===== config.mk =====
export PLATFORM = sky130hd
export DESIGN_NAME = dbg_or1k_top
export DESIGN_NICKNAME = d
export VERILOG_FILES = /design/src/dbg_pkg.sv /design/src/dbg_cmd_fsm.sv /design/src/dbg_burst_datapath.sv /design/src/dbg_crc32.sv /design/src/dbg_spr_biu.sv /design/src/dbg_status_reg.sv /design/src/dbg_or1k_top.sv
export SDC_FILE = /design/constraint.sdc
export NUM_CORES = 1
export LEC_CHECK = 0
export BUFFER_PORTS_ARGS = -buffer_cell sky130_fd_sc_hd__buf_2
export CORE_MARGIN = 2
export CORE_UTILIZATION = 57
export CTS_CLUSTER_DIAMETER = 80
export DETAILED_ROUTE_END_ITERATION = 10
export PLACE_DENSITY = 0.77
export SLEW_MARGIN = 20
export SYNTH_ARGS = -nofsm -noshare
export SYNTH_HDL_FRONTEND = slang
export SYNTH_SLANG_ARGS = --single-unit

===== constraint.sdc =====
create_clock -name tck_i -period 4.5 [get_ports tck_i]
set_input_delay 0.45 -clock tck_i [delete_from_list [all_inputs] [get_ports tck_i]]
set_output_delay 0.45 -clock tck_i [all_outputs]
set_load 0.1 [all_outputs]

===== src/dbg_pkg.sv =====
// Shared types and data register layout of the OR1K debug module
// Only 32-bit bursts are decoded and the status register is the one internal register
package dbg_pkg;

  ////////////////////
  // Data register layout
  localparam int DR_W       = 53;
  localparam int DR_TOP_BIT = 52;  // 0 means the command is for this module
  localparam int OP_MSB     = 51;
  localparam int OP_LSB     = 48;
  localparam int OP_RD_BIT  = 2;   // Set in read opcodes
  localparam int ADDR_MSB   = 47;
  localparam int ADDR_LSB   = 16;
  localparam int CNT_LSB    = 0;   // Word count, width set by the top level

  // Internal register select, one register for now
  localparam int REGSEL_W      = 1;
  localparam int INTREG_STATUS = 0;
  localparam int STAT_MSB      = ADDR_MSB - REGSEL_W;  // Status write data sits below select

  localparam logic [31:0] CRC_POLY = 32'hEDB8_8320;  // Reflected CRC-32

  typedef enum logic [3:0] {
    CMD_BWRITE32 = 4'd3,
    CMD_BREAD32  = 4'd7,
    CMD_IREG_WR  = 4'd9,
    CMD_IREG_SEL = 4'd13
  } dbg_cmd_e;

  typedef enum logic [3:0] {
    S_IDLE, S_RBEGIN, S_RREADY, S_RSTATUS, S_RBURST, S_RCRC,
    S_WREADY, S_WWAIT, S_WBURST, S_WCRC, S_WMATCH
  } dbg_state_e;

  typedef enum logic [1:0] {
    TDO_READY = 2'd0,  // Bus unit ready bit
    TDO_DATA  = 2'd1,  // Output shift register LSB
    TDO_MATCH = 2'd2,
    TDO_CRC   = 2'd3
  } tdo_sel_e;

  ////////////////////
  // Bundles between units
  typedef struct packed {
    logic capture;
    logic shift;
    logic update;
    logic sel;     // This module selected at the TAP
  } tap_ctrl_t;

  typedef struct packed {
    logic     addr_ld;
    logic     addr_inc;
    logic     op_ld;
    logic     bit_en;
    logic     bit_clr;    // Wins over bit_en
    logic     word_ld;
    logic     word_dec;
    logic     out_ld;     // Wins over out_shift
    logic     out_shift;
    logic     out_src;    // 0 bus data, 1 internal register
    logic     regsel_ld;
    logic     intreg_we;
    tdo_sel_e tdo_sel;
  } dbg_ctrl_t;

  typedef struct packed {
    logic word_zero;
    logic word_next_zero;
    logic bit_max;         // 31 bits counted
    logic bit_32;
  } dbg_flags_t;

  typedef struct packed {
    logic clr;
    logic en;
    logic in_sel;  // 0 read data, 1 tdi
    logic shift;
  } crc_ctrl_t;

  typedef struct packed {
    logic [31:0] addr;
    logic [31:0] wdata;
    logic        stb;
    logic        we;
  } spr_req_t;

endpackage


===== src/dbg_cmd_fsm.sv =====
// Burst control FSM, high-speed mode only, one clock domain on tck
// Assumes the TAP shifts without pauses once a burst has been captured
module dbg_cmd_fsm import dbg_pkg::*; (
  input  logic       tck_i,
  input  logic       rst_i,
  input  tap_ctrl_t  tap_i,
  input  dbg_cmd_e   opcode_i,        // Straight from the data register, not latched
  input  logic       cmd_for_me_i,
  input  logic       start_bit_i,
  input  dbg_flags_t flags_i,
  input  logic       biu_ready_i,
  output dbg_ctrl_t  ctrl_o,
  output crc_ctrl_t  crc_o,
  output logic       biu_strobe_o,
  output logic       top_inhibit_o
);

  dbg_state_e state_q, state_n;
  logic       cmd_hit;     // Update of a command aimed at this module
  logic       burst_cmd;
  logic       intreg_cmd;

  assign cmd_hit    = tap_i.sel & tap_i.update & cmd_for_me_i;
  assign burst_cmd  = (opcode_i == CMD_BWRITE32) | (opcode_i == CMD_BREAD32);
  assign intreg_cmd = (opcode_i == CMD_IREG_WR) | (opcode_i == CMD_IREG_SEL);

  always_ff @(posedge tck_i or posedge rst_i) begin
    if (rst_i) begin
      state_q <= S_IDLE;
    end else begin
      state_q <= state_n;
    end
  end

  ////////////////////
  // Next state
  always_comb begin
    state_n = state_q;
    case (state_q)
      S_IDLE: begin
        if (cmd_hit && burst_cmd) begin
          state_n = (opcode_i == CMD_BREAD32) ? S_RBEGIN : S_WREADY;
        end
      end
      S_RBEGIN:  state_n = flags_i.word_zero ? S_IDLE : S_RREADY;  // Zero count is illegal
      S_RREADY: begin
        if (tap_i.update) state_n = S_IDLE;
        else if (tap_i.sel && tap_i.capture) state_n = S_RSTATUS;
      end
      S_RSTATUS: begin
        if (tap_i.update) state_n = S_IDLE;
        else if (biu_ready_i) state_n = S_RBURST;  // First 1 on TDO
      end
      S_RBURST: begin
        if (tap_i.update) begin
          state_n = S_IDLE;
        end else if (flags_i.bit_max) begin
          if (flags_i.word_zero) state_n = S_RCRC;
          else if (!biu_ready_i) state_n = S_IDLE;  // Bus too slow, abort burst
        end
      end
      S_RCRC:    if (tap_i.update) state_n = S_IDLE;  // Also the recovery state
      S_WREADY: begin
        if (flags_i.word_zero || tap_i.update) state_n = S_IDLE;
        else if (tap_i.sel && tap_i.capture) state_n = S_WWAIT;
      end
      S_WWAIT: begin
        if (tap_i.update) state_n = S_IDLE;
        else if (tap_i.sel && start_bit_i) state_n = S_WBURST;
      end
      S_WBURST: begin
        if (tap_i.update) state_n = S_IDLE;
        else if (flags_i.bit_max && flags_i.word_zero) state_n = S_WCRC;
      end
      S_WCRC: begin
        if (tap_i.update) state_n = S_IDLE;
        else if (flags_i.bit_32) state_n = S_WMATCH;
      end
      S_WMATCH:  if (tap_i.update) state_n = S_IDLE;
      default:   state_n = S_IDLE;
    endcase
  end

  ////////////////////
  // Outputs
  always_comb begin
    ctrl_o         = '0;
    ctrl_o.tdo_sel = TDO_DATA;
    crc_o          = '0;
    biu_strobe_o   = 1'b0;
    top_inhibit_o  = 1'b0;
    case (state_q)
      S_IDLE: begin
        // Internal register access stays in idle
        ctrl_o.out_shift = tap_i.sel & tap_i.shift;
        if (tap_i.sel && tap_i.capture) begin
          ctrl_o.out_ld  = 1'b1;
          ctrl_o.out_src = 1'b1;
        end
        ctrl_o.regsel_ld = cmd_hit & intreg_cmd;
        ctrl_o.intreg_we = cmd_hit & (opcode_i == CMD_IREG_WR);
        if (state_n != S_IDLE) begin  // Same setup for read and write
          ctrl_o.addr_ld = 1'b1;
          ctrl_o.op_ld   = 1'b1;
          ctrl_o.bit_clr = 1'b1;
          ctrl_o.word_ld = 1'b1;
          crc_o.clr      = 1'b1;
        end
      end
      S_RBEGIN: begin
        if (!flags_i.word_zero) begin  // Fetch word 0 early
          biu_strobe_o    = 1'b1;
          ctrl_o.addr_inc = 1'b1;
        end
      end
      S_RSTATUS: begin
        ctrl_o.tdo_sel = TDO_READY;
        top_inhibit_o  = 1'b1;
        if (state_n == S_RBURST) begin
          ctrl_o.out_ld   = 1'b1;
          ctrl_o.bit_clr  = 1'b1;
          ctrl_o.word_dec = 1'b1;
          if (!flags_i.word_next_zero) begin  // Prefetch the next word
            biu_strobe_o    = 1'b1;
            ctrl_o.addr_inc = 1'b1;
          end
        end
      end
      S_RBURST: begin
        ctrl_o.out_shift = 1'b1;
        ctrl_o.bit_en    = 1'b1;
        crc_o.en         = 1'b1;  // CRC over the bit now on TDO
        top_inhibit_o    = 1'b1;
        if (flags_i.bit_max && state_n == S_RBURST) begin
          ctrl_o.out_ld   = 1'b1;
          ctrl_o.bit_clr  = 1'b1;
          ctrl_o.word_dec = 1'b1;
          if (!flags_i.word_next_zero) begin
            biu_strobe_o    = 1'b1;
            ctrl_o.addr_inc = 1'b1;
          end
        end
      end
      S_RCRC: begin
        ctrl_o.tdo_sel = TDO_CRC;
        crc_o.shift    = 1'b1;
        top_inhibit_o  = 1'b1;
      end
      S_WWAIT: begin
        top_inhibit_o = 1'b1;
        if (state_n == S_WBURST) begin
          // tdi already holds data bit 0 when the start bit reaches bit 52
          ctrl_o.bit_en   = 1'b1;
          ctrl_o.word_dec = 1'b1;
          crc_o.en        = 1'b1;
          crc_o.in_sel    = 1'b1;
        end
      end
      S_WBURST: begin
        ctrl_o.bit_en = 1'b1;
        crc_o.en      = 1'b1;
        crc_o.in_sel  = 1'b1;
        top_inhibit_o = 1'b1;
        if (flags_i.bit_max && state_n != S_IDLE) begin  // Full word in tdi and DR
          ctrl_o.bit_clr  = 1'b1;
          ctrl_o.addr_inc = 1'b1;
          ctrl_o.word_dec = ~flags_i.word_zero;
          biu_strobe_o    = 1'b1;
        end
      end
      S_WCRC: begin
        ctrl_o.bit_en = 1'b1;
        top_inhibit_o = 1'b1;
        if (state_n == S_WMATCH) ctrl_o.tdo_sel = TDO_MATCH;
      end
      S_WMATCH: begin
        ctrl_o.tdo_sel = TDO_MATCH;
        top_inhibit_o  = 1'b1;
      end
      default: begin
      end
    endcase
  end

endmodule


===== src/dbg_burst_datapath.sv =====
// Counters, register select and output shift path of the debug module
// Word count field width is COUNT_W, addresses advance by one word
module dbg_burst_datapath import dbg_pkg::*; #(
  parameter int COUNT_W = 16
) (
  input  logic            tck_i,
  input  logic            rst_i,
  input  logic [DR_W-1:0] data_register_i,
  input  dbg_ctrl_t       ctrl_i,
  input  logic [31:0]     biu_rdata_i,
  input  logic [1:0]      status_i,
  input  logic            biu_ready_i,
  input  logic            crc_match_i,
  input  logic            crc_serial_i,
  output dbg_flags_t      flags_o,
  output logic [31:0]     addr_o,
  output logic            rd_o,
  output logic            status_we_o,
  output logic            shift_lsb_o,
  output logic            tdo_o
);

  logic [31:0]         addr_q;
  logic [3:0]          op_q;
  logic [5:0]          bit_q;
  logic [COUNT_W-1:0]  word_q;
  logic [REGSEL_W-1:0] regsel_q;
  logic [REGSEL_W-1:0] regsel_in;
  logic [31:0]         intreg_data;
  logic [31:0]         out_q;

  assign regsel_in = data_register_i[ADDR_MSB -: REGSEL_W];

  ////////////////////
  // Address, opcode, bit and word counters
  always_ff @(posedge tck_i or posedge rst_i) begin
    if (rst_i) begin
      addr_q <= '0;
      op_q   <= '0;
      bit_q  <= '0;
      word_q <= '0;
    end else begin
      if (ctrl_i.addr_ld) addr_q <= data_register_i[ADDR_MSB:ADDR_LSB];
      else if (ctrl_i.addr_inc) addr_q <= addr_q + 32'd1;  // SPRs are word addressed
      if (ctrl_i.op_ld) op_q <= data_register_i[OP_MSB:OP_LSB];
      if (ctrl_i.bit_clr) bit_q <= '0;
      else if (ctrl_i.bit_en) bit_q <= bit_q + 6'd1;
      if (ctrl_i.word_ld) word_q <= data_register_i[CNT_LSB +: COUNT_W];
      else if (ctrl_i.word_dec) word_q <= word_q - COUNT_W'(1);
    end
  end

  assign addr_o                 = addr_q;
  assign rd_o                   = op_q[OP_RD_BIT];
  assign flags_o.word_zero      = (word_q == '0);
  assign flags_o.word_next_zero = (word_q == COUNT_W'(1));  // Last word after this one
  assign flags_o.bit_max        = (bit_q == 6'd31);
  assign flags_o.bit_32         = (bit_q == 6'd32);

  // Register select and its read mux
  always_ff @(posedge tck_i or posedge rst_i) begin
    if (rst_i) regsel_q <= '0;
    else if (ctrl_i.regsel_ld) regsel_q <= regsel_in;
  end

  always_comb begin
    case (regsel_q)
      REGSEL_W'(INTREG_STATUS): intreg_data = {30'h0, status_i};
      default:                  intreg_data = 32'h0;
    endcase
  end

  // Write goes to the register named in the same command
  assign status_we_o = ctrl_i.intreg_we & (regsel_in == REGSEL_W'(INTREG_STATUS));

  ////////////////////
  // Output shift register, bus data only once the bus unit is ready
  always_ff @(posedge tck_i or posedge rst_i) begin
    if (rst_i) begin
      out_q <= '0;
    end else if (ctrl_i.out_ld && (ctrl_i.out_src || biu_ready_i)) begin
      out_q <= ctrl_i.out_src ? intreg_data : biu_rdata_i;
    end else if (ctrl_i.out_shift) begin
      out_q <= {1'b0, out_q[31:1]};  // LSB first
    end
  end

  assign shift_lsb_o = out_q[0];

  always_comb begin
    case (ctrl_i.tdo_sel)
      TDO_READY: tdo_o = biu_ready_i;
      TDO_DATA:  tdo_o = out_q[0];
      TDO_MATCH: tdo_o = crc_match_i;
      default:   tdo_o = crc_serial_i;
    endcase
  end

endmodule


===== src/dbg_crc32.sv =====
// Bit-serial reflected CRC-32, starts at all ones, no final inversion
module dbg_crc32 import dbg_pkg::*; (
  input  logic        tck_i,
  input  logic        rst_i,
  input  logic        tdi_i,
  input  logic        read_bit_i,   // Read data as it leaves on TDO
  input  crc_ctrl_t   ctrl_i,
  input  logic [31:0] check_i,      // CRC shifted in by the host
  output logic        match_o,
  output logic        serial_o
);

  logic [31:0] crc_q;
  logic        din;
  logic        fb;

  assign din = ctrl_i.in_sel ? tdi_i : read_bit_i;
  assign fb  = crc_q[0] ^ din;

  always_ff @(posedge tck_i or posedge rst_i) begin
    if (rst_i) begin
      crc_q <= '1;
    end else if (ctrl_i.clr) begin
      crc_q <= '1;
    end else if (ctrl_i.en) begin
      crc_q <= {1'b0, crc_q[31:1]} ^ (fb ? CRC_POLY : 32'h0);
    end else if (ctrl_i.shift) begin
      crc_q <= {1'b0, crc_q[31:1]};  // Register doubles as the output shifter
    end
  end

  assign serial_o = crc_q[0];
  assign match_o  = (crc_q == check_i);

endmodule


===== src/dbg_spr_biu.sv =====
// SPR bus unit on tck, one transfer per strobe
// A new strobe must not arrive before ready, the FSM keeps to that
module dbg_spr_biu import dbg_pkg::*; (
  input  logic        tck_i,
  input  logic        rst_i,
  input  logic        strobe_i,
  input  logic [31:0] addr_i,
  input  logic [31:0] wdata_i,
  input  logic        rd_i,
  output logic        ready_o,
  output logic [31:0] rdata_o,
  output spr_req_t    spr_o,
  input  logic [31:0] cpu_data_i,
  input  logic        cpu_ack_i
);

  logic        stb_q;
  logic [31:0] addr_q;
  logic [31:0] wdata_q;
  logic        we_q;
  logic [31:0] rdata_q;

  ////////////////////
  // Strobe handshake
  always_ff @(posedge tck_i or posedge rst_i) begin
    if (rst_i) begin
      stb_q <= 1'b0;
    end else if (strobe_i) begin
      stb_q <= 1'b1;
    end else if (cpu_ack_i) begin
      stb_q <= 1'b0;  // First ack ends the transfer
    end
  end

  // Request and read data payload
  always_ff @(posedge tck_i) begin
    if (strobe_i) begin
      addr_q  <= addr_i;
      wdata_q <= wdata_i;
      we_q    <= ~rd_i;
    end
    if (stb_q && cpu_ack_i && !we_q) begin
      rdata_q <= cpu_data_i;
    end
  end

  assign ready_o     = ~stb_q;  // Low from the cycle after strobe until after ack
  assign rdata_o     = rdata_q;
  assign spr_o.addr  = addr_q;
  assign spr_o.wdata = wdata_q;
  assign spr_o.stb   = stb_q;
  assign spr_o.we    = we_q;

endmodule


===== src/dbg_status_reg.sv =====
// CPU stall and reset control bits, breakpoint sets stall
module dbg_status_reg (
  input  logic       tck_i,
  input  logic       rst_i,
  input  logic       we_i,
  input  logic [1:0] data_i,    // Bit 0 stall, bit 1 reset
  input  logic       bp_i,
  output logic [1:0] status_o,
  output logic       cpu_stall_o,
  output logic       cpu_rst_o
);

  logic [1:0] status_q;

  always_ff @(posedge tck_i or posedge rst_i) begin
    if (rst_i) begin
      status_q <= 2'b00;
    end else begin
      if (we_i) status_q <= data_i;
      if (bp_i) status_q[0] <= 1'b1;  // Breakpoint wins over a write of stall
    end
  end

  assign status_o    = status_q;
  assign cpu_stall_o = status_q[0];
  assign cpu_rst_o   = status_q[1];

endmodule


===== src/dbg_or1k_top.sv =====
// OR1K debug module top, every unit clocked by tck
// Data register fields follow the 53-bit layout in the package
module dbg_or1k_top import dbg_pkg::*; #(
  parameter int COUNT_W = 16
) (
  input  logic            tck_i,
  input  logic            rst_i,
  input  logic            tdi_i,
  input  tap_ctrl_t       tap_i,
  input  logic [DR_W-1:0] data_register_i,
  output logic            module_tdo_o,
  output logic            top_inhibit_o,
  output spr_req_t        spr_o,
  input  logic [31:0]     cpu_data_i,
  input  logic            cpu_ack_i,
  input  logic            cpu_bp_i,
  output logic            cpu_stall_o,
  output logic            cpu_rst_o
);

  dbg_ctrl_t   ctrl;
  dbg_flags_t  flags;
  crc_ctrl_t   crc_ctrl;
  logic        biu_strobe, biu_ready, rd;
  logic [31:0] addr, rdata;
  logic [1:0]  status;
  logic        status_we, crc_match, crc_serial, shift_lsb;

  dbg_cmd_fsm fsm0 (
    .tck_i, .rst_i, .tap_i,
    .opcode_i     (dbg_cmd_e'(data_register_i[OP_MSB:OP_LSB])),
    .cmd_for_me_i (~data_register_i[DR_TOP_BIT]),
    .start_bit_i  (data_register_i[DR_TOP_BIT]),
    .flags_i      (flags),
    .biu_ready_i  (biu_ready),
    .ctrl_o       (ctrl),
    .crc_o        (crc_ctrl),
    .biu_strobe_o (biu_strobe),
    .top_inhibit_o
  );

  dbg_burst_datapath #(.COUNT_W(COUNT_W)) dp0 (
    .tck_i, .rst_i, .data_register_i,
    .ctrl_i       (ctrl),
    .biu_rdata_i  (rdata),
    .status_i     (status),
    .biu_ready_i  (biu_ready),
    .crc_match_i  (crc_match),
    .crc_serial_i (crc_serial),
    .flags_o      (flags),
    .addr_o       (addr),
    .rd_o         (rd),
    .status_we_o  (status_we),
    .shift_lsb_o  (shift_lsb),
    .tdo_o        (module_tdo_o)
  );

  // CRC sees the host CRC once all 32 bits sit at the top of the DR
  dbg_crc32 crc0 (
    .tck_i, .rst_i, .tdi_i,
    .read_bit_i (shift_lsb),
    .ctrl_i     (crc_ctrl),
    .check_i    (data_register_i[DR_TOP_BIT -: 32]),
    .match_o    (crc_match),
    .serial_o   (crc_serial)
  );

  // Write word is tdi plus 31 bits already in the DR
  dbg_spr_biu biu0 (
    .tck_i, .rst_i,
    .strobe_i (biu_strobe),
    .addr_i   (addr),
    .wdata_i  ({tdi_i, data_register_i[DR_TOP_BIT -: 31]}),
    .rd_i     (rd),
    .ready_o  (biu_ready),
    .rdata_o  (rdata),
    .spr_o, .cpu_data_i, .cpu_ack_i
  );

  dbg_status_reg stat0 (
    .tck_i, .rst_i,
    .we_i     (status_we),
    .data_i   (data_register_i[STAT_MSB -: 2]),
    .bp_i     (cpu_bp_i),
    .status_o (status),
    .cpu_stall_o, .cpu_rst_o
  );

endmodule


==> impl_metrics.py <==
metrics = {
    "timing": {
        "relSlewSlack_pct": 36.66,
        "fin_crit_sh_pct": 85.59,
        "tightest_slew_ps": 950.0,
        "fmax_ghz": 0.2596,
        "hold_viol_final": 0,
        "rsz0062_at_grt": "no",
        "skew_ps": 19.93,
        "period_minus_slack_ps": 3852,
        "tns_ps": 0,
        "setup_slack_ps": 648.4,
        "drv_slew": 0,
        "setup_viol": 0,
    },
    "worst_setup_path": {
        "critPathRequiredTime_ps": 4860,
        "setup.worst_path.start": "dp0.word_q[0]$_DFFE_PP0P_",
        "cp-start-kind": "register",
        "crit_arrival_ps": 4210,
        "r2r_cells": 12,
        "crit_top_cell": "a31oi_1",
        "endpoint_kind": "register",
        "cpLargestDelayFamily": "compound AO/OA/AOI/OAI gates",
        "worstSetupPathDepth": 12,
        "worst-path-buf-inv": 1,
        "r2r-end": "dp0.word_q[7]$_DFFE_PP0P_",
        "critical_path.max_fanout": 17,
        "path_cells": "inv_1, ha_1, or3b_1, nor4b_4, a31oi_1, a31oi_1, nand4_1, o311a_4, a211oi_4, nand4b_1, xor2_1, o21ai_0",
        "cpPeakStageDelay_ps": 650,
        "r2r_slack_ps": 650,
        "timing.rr.start": "dp0.word_q[0]$_DFFE_PP0P_",
        "cp_slowest_cell": "a211oi_4",
        "path_class": "reg -> reg",
    },
    "logic_synthesis": {
        "synth_cell_type_count": 66,
        "synth-seq-cells": 224,
        "async_flop_share_pct": 56.70,
        "yosysWarnings": 0,
        "syn_area_per_cell_sq_um": 11.35,
        "synth_fp_nets": 987,
        "ys_seq_area_share_pct": 60.85,
        "yosysTopAreaCell": "edfxtp_1",
        "syn_inst": 888,
        "synth_edf_count": 97,
        "synth_top_area_share_pct": 28.91,
        "synthTopCellsByArea": "edfxtp_1 29%, dfrtp_1 24%, dfstp_2 8.3%",
        "syn_area_sq_mm": 0.01007,
        "ys.flop_type": "edfxtp_1",
    },
    "cells_and_area": {
        "multi_input_area_sq_mm": 0.003707,
        "nNetsFinal": 1144,
        "final_layout_size_suffix_gt1_share_pct": 24.67,
        "final_area_sq_mm": 0.01179,
        "fillers": 1314,
        "seqCellArea_sq_mm": 0.006131,
        "area_delta_synth_final_pct": 16.98,
        "post-route-util_pct": 68.14,
    },
    "die": {
        "core_area_sq_mm": 0.01730,
        "dieArea_sq_mm": 0.01875,
        "die_h_um": 136.9,
        "io_pins": 164,
        "start_util_pct": 58.25,
        "fp.dieW_um": 136.9,
        "num_rows": 48,
    },
    "global_routing": {
        "antenna_found_initial": 1,
        "grt_pass1_wl_mm": 37.60,
        "grt_max_degree": 92,
        "first_global_vias": 7234,
        "overflow": 0,
        "track_usage_pct": 25.72,
    },
    "power": {
        "internal_power_w": 0.003815,
        "sw_frac_of_total_pct": 28.85,
        "ir_drop_mv": 0.3267,
        "p_total_w": 0.005362,
        "pwr-share-comb_pct": 15.7,
        "power.leakage_nw": 4.671,
        "netSwitchingPower_w": 0.001547,
        "clkPwrFrac_pct": 32.0,
        "powerDensity_mw_per_mm2": 454.9,
        "power_frac_seq_pct": 52.2,
    },
    "clocking": {
        "path_clk_slew_ps": 60,
        "ctsLongestPathBuffers": 3,
        "htree_levels": 1,
        "clk_latency_ps": 520,
        "ctsResizeCount": 0,
        "cts_root_buffer": "clkbuf_16",
        "holdBufCountCts": 0,
        "tritoncts": "done",
        "clock_sinks": 224,
        "cts_setup_buffers": 0,
        "cts_made_buffers": 23,
    },
    "outcome": {
        "status": "finished, final reports clean",
    },
    "detailed_routing": {
        "vias_per_cell": 5.795,
        "wirelength_mm": 23.78,
        "wl_per_cell_um": 18.43,
        "postRouteAntennaNets": 0,
        "drc": 0,
        "drtIter0Drc": 655,
        "vias": 7475,
        "firstDrtPassIters": 6,
    },
    "place": {
        "gp_congestion": 0.9990,
        "hpwl_mm": 16.28,
        "dpl_cell_area_sq_mm": 0.01111,
        "numPortBuffers": 163,
        "dp_slack_ps": 694.2,
    },
    "min_path": {
        "hold_path_class": "in -> async",
    },
    "run": {
        "max_cap_viol_count": 0,
    },
}
-- power groups by stage --
stage               registers (W)  clock network (W)  logic (W)
floorplan                 0.00279                  0   0.000602
global placement          0.00282                  0   0.000810
detailed placement        0.00283                  0   0.000837
CTS                       0.00280            0.00174   0.000846
global route              0.00284            0.00182   0.000946
finish                    0.00280            0.00172   0.000843
-- how the worst max path moves through the flow --
stage                                             to  slack [ps]
final                      dp0.word_q[7]$_DFFE_PP0P_         650
after CTS                 dp0.addr_o[18]$_DFFE_PP0P_         670
after global placement    dp0.addr_o[18]$_DFFE_PP0P_         810
after detailed placement  dp0.addr_o[18]$_DFFE_PP0P_         690
after floorplan           dp0.addr_o[28]$_DFFE_PP0P_         630
after global routing       dp0.word_q[7]$_DFFE_PP0P_         360
-- per-layer routing --
layer	track usage (%)	up-vias	part of all wire, %
met4	9.565	0	3.5
met1	35.78	3630	41
met5	0	-	0
met3	3.370	66	7.1
met2	41.60	298	48
li1	-	3481	-
-- stage by stage --
| stage | instances | hold slack [ps] |
|---|---|---|
| after detailed placement | 1245 | 466.6 |
| after global routing | 1288 | 107.3 |
| after floorplan | 888 | 445.7 |
| after CTS | 1287 | 102.7 |
| final | 1290 | 59.34 |
| after global placement | 1245 | 454.0 |
-- sequential cells by signal, summed over array words and instances (netlist names) --
| register | count |
|---|---|
| biu0.addr_q | 32 |
| biu0.rdata_o | 32 |
| biu0.stb_q | 1 |
| biu0.wdata_q | 32 |
| biu0.we_q | 1 |
| crc0.crc_q | 32 |
| dp0.addr_o | 32 |
| dp0.bit_q | 6 |
| dp0.op_q | 1 |
| dp0.out_q | 32 |
| dp0.regsel_q | 1 |
| dp0.word_q | 16 |
| fsm0.state_q | 4 |
| stat0.status_o | 2 |
-- layout make-up --
type / instances / area share [%]
sequential: 224 / 52.02
multi-input combinational: 604 / 31.46
timing repair buffer: 178 / 7.984
clock buffer: 30 / 5.107
tap: 225 / 2.389
clock inverter: 12 / 0.5096
inverter: 14 / 0.4671
antenna: 3 / 0.06370
-- synth_stat cells, types with 6 or more instances --
cell type and instances:
a21oi_1 39, and3_1 10, buf_2 6, clkbuf_1 33, dfrtp_1 95, dfstp_2 32, edfxtp_1 97, inv_1 13
mux2i_1 29, nand2_1 109, nand3_1 25, nand4_1 13, nor2_1 63, nor2b_1 9, nor3_1 31, nor4_1 17
o21ai_0 86, xnor2_1 25, xor2_1 60
-- logic make-up after synthesis --
family	after synthesis	synth area share, %
buf+inv	60	2.571
fa+ha+maj	5	0.6210
compound gates	166	9.737
flops	224	60.85
simple gates	314	15.28
xor+xnor	85	7.389
mux	34	3.552
-- placed cells by master, fill, tap and decap left out, drive strengths merged, types with 9 or more instances in the layout --
cell type and count:
buf 178, nand2 109, edfxtp 97, dfrtp 95
o21ai 90, nor2 65, xor2 60, a21oi 39
dfstp 32, nor3 31, clkbuf 30, mux2i 29
nand3 25, xnor2 25, nor4 18, inv 15
nand4 13, and3 10, clkinv 10, nor2b 9
Power figures use the tool's default switching activity.
